**src/design/branchPredPkg.sv**
```systemverilog
// Shared widths, opcode constants and stage bundles for the branch front end
// Only conditional B-type branches are predicted; JAL and JALR are not handled
package branchPredPkg;

    // Plain vector types
    typedef logic [31:0] pcT;
    typedef logic [31:0] instrT;
    typedef logic [31:0] offsetT;
    typedef logic [2:0]  funct3T;
    typedef logic [4:0]  regAddrT;
    typedef logic [31:0] regDataT;
    typedef logic [5:0]  btbIndexT;
    typedef logic [23:0] btbTagT;
    typedef logic [15:0] countT;

    // Buffer geometry, index is pc[7:2] and tag is pc[31:8]
    localparam int btbIndexBits = 6;
    localparam int btbTagBits   = 24;
    localparam int btbEntries   = 1 << btbIndexBits;

    localparam pcT resetPc = 32'h0000_0000;
    localparam logic [6:0] opcodeBranch = 7'b1100011;

    // Branch condition codes
    localparam funct3T f3Beq  = 3'b000;
    localparam funct3T f3Bne  = 3'b001;
    localparam funct3T f3Blt  = 3'b100;
    localparam funct3T f3Bge  = 3'b101;
    localparam funct3T f3Bltu = 3'b110;
    localparam funct3T f3Bgeu = 3'b111;

    // Saturation point of the statistics counters
    localparam countT countMax = '1;

    // Captured by the decode register
    typedef struct packed {
        logic  valid;
        pcT    pc;
        instrT instr;
        logic  predTaken;
    } fetchToDecodeT;

    // Captured by the execute register
    typedef struct packed {
        logic    valid;
        pcT      pc;
        funct3T  funct3;
        offsetT  offset;
        logic    predTaken;
        regDataT rs1Data;
        regDataT rs2Data;
    } decodeToExecuteT;

    // Outcome of one resolved branch
    typedef struct packed {
        logic valid;
        pcT   pc;
        logic taken;
        pcT   target;
        logic predTaken;
        logic mispredict;
    } resolveT;

endpackage

```
**src/design/branchTargetBuffer.sv**
```systemverilog
// Direct-mapped, no valid bits; reset tags are all ones
// A pc with bits 31:8 all ones can hit an entry that was never written
`timescale 1ns/1ps

module branchTargetBuffer (
    input  logic                  clk,
    input  logic                  reset,
    input  branchPredPkg::pcT     pcF,
    input  logic                  btbWrite,
    input  branchPredPkg::pcT     btbWritePc,
    input  branchPredPkg::offsetT btbWriteOffset,
    output logic                  btbHit,
    output branchPredPkg::offsetT btbOffset
);
    import branchPredPkg::*;

    // Tag and offset arrays, kept apart so only tags take reset
    btbTagT   tagMem    [btbEntries];
    offsetT   offsetMem [btbEntries];

    btbIndexT lookupIndex;
    btbTagT   lookupTag;
    btbIndexT writeIndex;
    btbTagT   writeTag;

    // Word-aligned pc, low two bits ignored
    assign lookupIndex = pcF[btbIndexBits+1:2];
    assign lookupTag   = pcF[btbTagBits+btbIndexBits+1:btbIndexBits+2];

    assign writeIndex  = btbWritePc[btbIndexBits+1:2];
    assign writeTag    = btbWritePc[btbTagBits+btbIndexBits+1:btbIndexBits+2];

    // Fetch lookup in the same cycle
    assign btbHit    = (tagMem[lookupIndex] == lookupTag);
    assign btbOffset = offsetMem[lookupIndex];

    // Tag store
    // A write here is seen by lookups from the next cycle on
    always_ff @(posedge clk or negedge reset) begin
        if (!reset) begin
            for (int i = 0; i < btbEntries; i++) begin
                tagMem[i] <= '1;
            end
        end else if (btbWrite) begin
            tagMem[writeIndex] <= writeTag;
        end
    end

    // Offset store
    always_ff @(posedge clk) begin
        if (btbWrite) begin
            offsetMem[writeIndex] <= btbWriteOffset;
        end
    end

endmodule

```
**src/design/fetchPc.sv**
```systemverilog
// Holds the fetch address; the instruction word comes back in the same cycle
// Redirect from execute wins over any prediction
`timescale 1ns/1ps

module fetchPc (
    input  logic                         clk,
    input  logic                         reset,
    input  logic                         btbHit,
    input  branchPredPkg::offsetT        btbOffset,
    input  logic                         redirect,
    input  branchPredPkg::pcT            redirectPc,
    input  branchPredPkg::instrT         instrF,
    output branchPredPkg::pcT            pcF,
    output branchPredPkg::fetchToDecodeT fetchBundle
);
    import branchPredPkg::*;

    pcT pcNext;
    pcT pcSeq;
    pcT pcPred;

    // Candidate addresses
    assign pcSeq  = pcF + pcT'(4);
    assign pcPred = pcF + btbOffset;

    // Priority: redirect, then predicted taken, then sequential
    always_comb begin
        if (redirect) begin
            pcNext = redirectPc;
        end else if (btbHit) begin
            pcNext = pcPred;
        end else begin
            pcNext = pcSeq;
        end
    end

    always_ff @(posedge clk or negedge reset) begin
        if (!reset) begin
            pcF <= resetPc;
        end else begin
            pcF <= pcNext;
        end
    end

    // Fetch always produces a word
    // wrong-path words are squashed by the decode flush
    always_comb begin
        fetchBundle.valid     = 1'b1;
        fetchBundle.pc        = pcF;
        fetchBundle.instr     = instrF;
        fetchBundle.predTaken = btbHit;
    end

endmodule

```
**src/design/branchDecode.sv**
```systemverilog
// Decode stage, only B-type branches leave with valid set
// Register values are returned by the outside in the same cycle as the addresses
`timescale 1ns/1ps

module branchDecode (
    input  logic                           clk,
    input  logic                           reset,
    input  logic                           flush,
    input  branchPredPkg::fetchToDecodeT   fetchBundle,
    input  branchPredPkg::regDataT         rs1Data,
    input  branchPredPkg::regDataT         rs2Data,
    output branchPredPkg::regAddrT         rs1Addr,
    output branchPredPkg::regAddrT         rs2Addr,
    output branchPredPkg::decodeToExecuteT decodeBundle
);
    import branchPredPkg::*;

    fetchToDecodeT fetchQ;
    instrT         instrD;
    logic          isBranch;
    offsetT        branchOffset;

    // Decode pipeline register
    // Flush drops the word fetched on the mispredicted path
    always_ff @(posedge clk or negedge reset) begin
        if (!reset) begin
            fetchQ <= '0;
        end else if (flush) begin
            fetchQ.valid <= 1'b0;
        end else begin
            fetchQ <= fetchBundle;
        end
    end

    assign instrD = fetchQ.instr;

    // Opcode check
    assign isBranch = (instrD[6:0] == opcodeBranch);

    // B-type immediate: imm[12|10:5] in 31:25, imm[4:1|11] in 11:7
    // Bit 0 is always zero, sign taken from bit 31
    assign branchOffset = {
        {19{instrD[31]}},
        instrD[31],
        instrD[7],
        instrD[30:25],
        instrD[11:8],
        1'b0
    };

    // Source register fields
    assign rs1Addr = instrD[19:15];
    assign rs2Addr = instrD[24:20];

    // Bundle for execute
    always_comb begin
        decodeBundle.valid     = fetchQ.valid && isBranch;
        decodeBundle.pc        = fetchQ.pc;
        decodeBundle.funct3    = instrD[14:12];
        decodeBundle.offset    = branchOffset;
        decodeBundle.predTaken = fetchQ.predTaken;
        decodeBundle.rs1Data   = rs1Data;
        decodeBundle.rs2Data   = rs2Data;
    end

endmodule

```
**src/design/branchExecute.sv**
```systemverilog
// Branch resolution, redirect and buffer allocation
// Allocation only for taken branches that missed, entries are never cleared
`timescale 1ns/1ps

module branchExecute (
    input  logic                           clk,
    input  logic                           reset,
    input  branchPredPkg::decodeToExecuteT decodeBundle,
    output branchPredPkg::resolveT         resolve,
    output logic                           redirect,
    output branchPredPkg::pcT              redirectPc,
    output logic                           flush,
    output logic                           btbWrite,
    output branchPredPkg::pcT              btbWritePc,
    output branchPredPkg::offsetT          btbWriteOffset
);
    import branchPredPkg::*;

    decodeToExecuteT execQ;
    logic            taken;
    logic            mispredict;
    pcT              correctPc;

    // Execute pipeline register
    // A mispredict here also squashes the bundle arriving from decode
    always_ff @(posedge clk or negedge reset) begin
        if (!reset) begin
            execQ <= '0;
        end else if (flush) begin
            execQ.valid <= 1'b0;
        end else begin
            execQ <= decodeBundle;
        end
    end

    // Condition evaluation
    always_comb begin
        case (execQ.funct3)
            f3Beq:   taken = (execQ.rs1Data == execQ.rs2Data);
            f3Bne:   taken = (execQ.rs1Data != execQ.rs2Data);
            f3Blt:   taken = ($signed(execQ.rs1Data) < $signed(execQ.rs2Data));
            f3Bge:   taken = ($signed(execQ.rs1Data) >= $signed(execQ.rs2Data));
            f3Bltu:  taken = (execQ.rs1Data < execQ.rs2Data);
            f3Bgeu:  taken = (execQ.rs1Data >= execQ.rs2Data);
            // Undefined codes fall through
            default: taken = 1'b0;
        endcase
    end

    // Architecturally correct next address
    assign correctPc = taken ? (execQ.pc + execQ.offset) : (execQ.pc + pcT'(4));

    // Prediction wrong in direction
    // target is always right on a hit since the full address is tagged
    assign mispredict = execQ.valid && (taken != execQ.predTaken);

    // Redirect fetch and squash decode on the same edge
    assign redirect   = mispredict;
    assign flush      = mispredict;
    assign redirectPc = correctPc;

    // Allocate on taken branches that missed
    assign btbWrite       = execQ.valid && taken && !execQ.predTaken;
    assign btbWritePc     = execQ.pc;
    assign btbWriteOffset = execQ.offset;

    // Outcome for stats and the top level
    always_comb begin
        resolve.valid      = execQ.valid;
        resolve.pc         = execQ.pc;
        resolve.taken      = taken;
        resolve.target     = correctPc;
        resolve.predTaken  = execQ.predTaken;
        resolve.mispredict = mispredict;
    end

endmodule

```
**src/design/predictionStats.sv**
```systemverilog
// Resolved branch and mispredict counters, both saturate at all ones
`timescale 1ns/1ps

module predictionStats (
    input  logic                   clk,
    input  logic                   reset,
    input  branchPredPkg::resolveT resolve,
    output branchPredPkg::countT   branchCount,
    output branchPredPkg::countT   mispredictCount
);
    import branchPredPkg::*;

    logic branchStep;
    logic mispredictStep;

    // Step only below the ceiling
    assign branchStep     = resolve.valid && (branchCount != countMax);
    assign mispredictStep = resolve.valid && resolve.mispredict
                            && (mispredictCount != countMax);

    always_ff @(posedge clk or negedge reset) begin
        if (!reset) begin
            branchCount     <= '0;
            mispredictCount <= '0;
        end else begin
            if (branchStep) begin
                branchCount <= branchCount + countT'(1);
            end
            // Mispredicts counted independently
            if (mispredictStep) begin
                mispredictCount <= mispredictCount + countT'(1);
            end
        end
    end

endmodule

```
**src/design/branchFrontEnd.sv**
```systemverilog
// Fetch, decode and execute branch front end, no stalls
// Instruction words and register values are supplied by the caller combinationally
`timescale 1ns/1ps

module branchFrontEnd (
    input  logic                   clk,
    input  logic                   reset,
    input  branchPredPkg::instrT   instrF,
    input  branchPredPkg::regDataT rs1Data,
    input  branchPredPkg::regDataT rs2Data,
    output branchPredPkg::pcT      pcF,
    output branchPredPkg::regAddrT rs1Addr,
    output branchPredPkg::regAddrT rs2Addr,
    output branchPredPkg::resolveT resolve,
    output branchPredPkg::countT   branchCount,
    output branchPredPkg::countT   mispredictCount
);
    import branchPredPkg::*;

    // Buffer lookup
    logic            btbHit;
    offsetT          btbOffset;

    // Execute back to fetch, decode and buffer
    logic            redirect;
    pcT              redirectPc;
    logic            flush;
    logic            btbWrite;
    pcT              btbWritePc;
    offsetT          btbWriteOffset;

    // Stage bundles
    fetchToDecodeT   fetchBundle;
    decodeToExecuteT decodeBundle;

    fetchPc fetchStage (
        .clk         (clk),
        .reset       (reset),
        .btbHit      (btbHit),
        .btbOffset   (btbOffset),
        .redirect    (redirect),
        .redirectPc  (redirectPc),
        .instrF      (instrF),
        .pcF         (pcF),
        .fetchBundle (fetchBundle)
    );

    branchTargetBuffer btb (
        .clk            (clk),
        .reset          (reset),
        .pcF            (pcF),
        .btbWrite       (btbWrite),
        .btbWritePc     (btbWritePc),
        .btbWriteOffset (btbWriteOffset),
        .btbHit         (btbHit),
        .btbOffset      (btbOffset)
    );

    branchDecode decodeStage (
        .clk          (clk),
        .reset        (reset),
        .flush        (flush),
        .fetchBundle  (fetchBundle),
        .rs1Data      (rs1Data),
        .rs2Data      (rs2Data),
        .rs1Addr      (rs1Addr),
        .rs2Addr      (rs2Addr),
        .decodeBundle (decodeBundle)
    );

    branchExecute executeStage (
        .clk            (clk),
        .reset          (reset),
        .decodeBundle   (decodeBundle),
        .resolve        (resolve),
        .redirect       (redirect),
        .redirectPc     (redirectPc),
        .flush          (flush),
        .btbWrite       (btbWrite),
        .btbWritePc     (btbWritePc),
        .btbWriteOffset (btbWriteOffset)
    );

    predictionStats stats (
        .clk             (clk),
        .reset           (reset),
        .resolve         (resolve),
        .branchCount     (branchCount),
        .mispredictCount (mispredictCount)
    );

endmodule

```
**config.mk**
```make
export PLATFORM = sky130hd
export DESIGN_NAME = branchFrontEnd
export DESIGN_NICKNAME = d
export VERILOG_FILES = /design/src/design/branchPredPkg.sv /design/src/design/branchTargetBuffer.sv /design/src/design/fetchPc.sv /design/src/design/branchDecode.sv /design/src/design/branchExecute.sv /design/src/design/predictionStats.sv /design/src/design/branchFrontEnd.sv
export SDC_FILE = /design/constraint.sdc
export NUM_CORES = 2
export LEC_CHECK = 0
export ABC_CLOCK_PERIOD_IN_PS = 13700
export BUFFER_PORTS_ARGS = -buffer_cell sky130_fd_sc_hd__buf_2
export CORE_ASPECT_RATIO = 0.7
export CORE_MARGIN = 2
export CORE_UTILIZATION = 35
export DETAILED_ROUTE_END_ITERATION = 10
export GPL_TIMING_DRIVEN = 0
export PLACE_DENSITY = 0.54
export SYNTH_ARGS = -nofsm -noshare
export SYNTH_HDL_FRONTEND = slang
export SYNTH_SLANG_ARGS = --single-unit
```
**constraint.sdc**
```tcl
create_clock -name clk -period 13.7 [get_ports clk]
set_clock_uncertainty 0.1 [all_clocks]
set_input_delay 1.37 -clock clk [delete_from_list [all_inputs] [get_ports clk]]
set_output_delay 1.37 -clock clk [all_outputs]
set_load 0.02 [all_outputs]
```
==> qor.csv <==
metric;value;unit
syn_to_final_growth;14.03;%
cap_violations;5;
cellPowerDensity;175.9;nW/µm²
hpwl;322400;µm
synth_cell_types;84;
critPathKind;reg -> reg;
synth-edff-count;768;
drt_pass1_iterations;10;
arrival;12.68;ns
ant_nets;0;
drt_iter0_drc;9306;
fp.dieW;692.1;µm
grt_max_degree;186;
track_usage;0.2645;
port_buffers;239;
fp-row-count;176;
worst_path_max_delay_cell;buf_2;
cp.required;14.39;ns
cp-end-kind;register;
cp_cell_sequence;buf_2 > buf_4 > buf_2 > buf_2 > buf_2 > buf_2 > clkbuf_1 > clkbuf_1 > clkbuf_1 > mux4_2 > mux4_2 > mux4_2 > ha_1 > o21ai_0 > nor4_1 > a21oi_1 > o2111ai_1 > nand4_1 > nand3b_1 > a221o_1 > a21oi_1 > xnor2_1 > a21oi_1 > o21ba_2;
core;329200;µm²
relSlewSlack;-0.06749;
yosys_warnings;0;
grt-ovfl-total;0;
ys_async_sr_fraction;0.6985;
fin_crit;11.99;ns
final.setup.tns;0;ns
avgSynthCellArea;15.61;µm²
grt_pass1_wl;615300;µm
tightest_slew;1.601;ns
syn-cell-area;116000;µm²
startpoint;fetchStage.pcF[3]$_DFF_PN0_;
drive_gt1_frac;0.5602;
r2r_slack;1.71;ns
yosysTopAreaCellShare;0.3479;
rsz0062_at_grt;false;
cp-start-kind;register;
irDropWorstVdd;0.0001055;V
num_vias;73950;
hold_buffers;0;
slew_violations;52;
multiInputGateArea;43270;µm²
setup_viol;0;
violations;capacitance limit, slew limit;
reg2reg_depth;24;
p_total;23.27;mW
cp-endpoint;fetchStage.pcF[30]$_DFF_PN0_;
nets;8181;
synth_nets;7627;
yosys-top-cells-count;dfstp_2 (1536), mux2_2 (1524), edfxtp_1 (768);
clkSlewWorstSetupHoldPaths;0.07;ns
rr_endpoint;fetchStage.pcF[30]$_DFF_PN0_;
h-tree-depth;5;
reg2reg_from;fetchStage.pcF[3]$_DFF_PN0_;
cts_num_sinks;2547;
finalHoldViolCount;0;
ys_seq_elements;2547;
boundaryPins;240;
fillers;30070;
grt_pass1_vias;72310;
drc_errors;0;
cts_root_buffer;clkbuf_16;
synthTopCellsByArea;dfstp_2 (35%), edfxtp_1 (20%), mux2_2 (15%), mux4_2 (12%), dfrtp_1 (5.2%);
ys.flop_type;dfstp_2;
cp_common_cell;buf_2;
fmax;0.08343;GHz
clk_latency;0.87;ns
path_max_fanout;11;
cts_tree;yes;
numCtsBuffers;272;
gp_congestion;0.9830;
final_util;0.4018;
die_h;485.7;µm
yosysSeqAreaShare;0.5992;
cts_resized;0;
totalWireLength;453500;µm
via_per_inst;5.882;
finalCritPeriodShare;0.8749;
critPathMaxStageDelay;0.95;ns
cts_setup_buffers;0;
status;finished, violations left;
synth_most_common_cell;dfstp_2;
initial_core_util;0.3523;
p_leak;52.04;nW
synth.largest_area_cell;dfstp_2;
fp.dieArea;336100;µm²
clockBufferDepth;4;
wl_per_cell;36.07;µm
antenna_found_initial;62;
regArea;69520;µm²
hold_class;reg -> reg;
syn_inst;7431;
routing by layer:
| metal | vias up | wire length, µm | global-route usage |
|---|---|---|---|
| met4 | 16 | 14910 | 0.07802 |
| met2 | 3895 | 185100 | 0.3661 |
| met3 | 652 | 49950 | 0.08533 |
| met1 | 40540 | 202900 | 0.3921 |
| li1 | 28850 | - | - |
| met5 | - | 702 | 0 |
stage by stage:
stage	setup slack [ns]	hold WS (ns)	instances	instance area, µm²
finish	1.713	0.3641	12570	132300
global route	1.743	0.3951	12550	132200
CTS	2.118	0.3618	12540	132200
detailed placement	2.157	0.3477	12070	123600
global placement	-26.89	0.3602	12030	122700
floorplan	7.097	0.3368	7431	116000
how the worst min path moves through the flow:
stage / startpoint / endpoint / cells past startpoint
6_report: decodeStage.decodeBundle[104]$_DFFE_PN0N_ / executeStage.btbWritePc[4]$_DFFE_PN0N_ / 2
5_1_grt: decodeStage.instrD[23]$_DFFE_PN0N_ / decodeStage.instrD[23]$_DFFE_PN0N_ / 2
4_1_cts: decodeStage.decodeBundle[104]$_DFFE_PN0N_ / executeStage.btbWritePc[4]$_DFFE_PN0N_ / 2
3_5_place_dp: decodeStage.decodeBundle[104]$_DFFE_PN0N_ / executeStage.btbWritePc[4]$_DFFE_PN0N_ / 2
3_3_place_gp: decodeStage.decodeBundle[105]$_DFFE_PN0N_ / executeStage.btbWritePc[5]$_DFFE_PN0N_ / 2
2_1_floorplan: decodeStage.instrD[4]$_DFFE_PN0N_ / decodeStage.instrD[4]$_DFFE_PN0N_ / 2
where the power goes:
group	total [mW]	switching [mW]	internal (mW)
registers	8.34	0.330	8.01
clock network	7.38	3.19	4.19
logic	7.55	5.45	2.10
worst max-delay path, delay by kind of cell (launching register included):
kind | cells | cell delay [ns]
flip-flops | 1 | 0.46
buffers and inverters | 9 | 6.66
XOR/XNOR | 1 | 0.15
multiplexers | 3 | 1.54
AND/OR/NAND/NOR | 3 | 0.53
adder cells (fa/ha/maj) | 1 | 0.35
AO/OA/AOI/OAI | 7 | 1.94
placed cells by master, fill, tap and decap left out, drive strengths merged, types with 31 or more instances in the layout:
cell type  netlist  routed
a22oi           43      43
mux2i          124     124
edfxtp         768     768
clkbuf         427     813
nand2          701     701
dfstp         1536    1536
xor2            63      63
nand3           67      67
clkinv           5      68
dfrtp          243     243
mux2          1524    1524
xnor2           96      96
buf            190     470
nor3            43      43
ha              96      96
o21ai          161     161
nor2           112     112
inv            130     136
a21oi          118     118
nand4           31      31
mux4           631     631
sequential cells by signal, summed over array words and instances, names as in the netlist:
name,flops
btb.tagMem,1536
executeStage.execQ,67
executeStage.resolve,2
executeStage.btbWritePc,32
stats.branchCount,16
stats.mispredictCount,16
executeStage.btbWriteOffset,12
decodeStage.instrD,32
fetchStage.pcF,32
decodeStage.fetchQ,1
decodeStage.decodeBundle,33
btb.offsetMem,768
cell families (layout without fill, tap and decap cells):
group,Yosys count,in the layout,share of synthesized area
xor+xnor,159,159,0.01201
compound gates,516,516,0.02839
flops,2547,2547,0.5992
buf+inv,752,1507,0.02840
mux,2279,2279,0.2812
simple gates,1080,1080,0.04018
other cells,0,25,0
fa+ha+maj,98,98,0.01070
area by class of cell:
type / count / area share
diodes: 25 / 0.0004730
multi-input cells: 4132 / 0.3271
clock inverters: 89 / 0.005893
repair buffers: 280 / 0.01528
clock buffers: 386 / 0.05911
flip-flops and latches: 2547 / 0.5255
plain buffers: 617 / 0.02150
well taps: 4361 / 0.04125
inverters: 135 / 0.003831
Note: power is estimated with default switching activity, not from simulation.
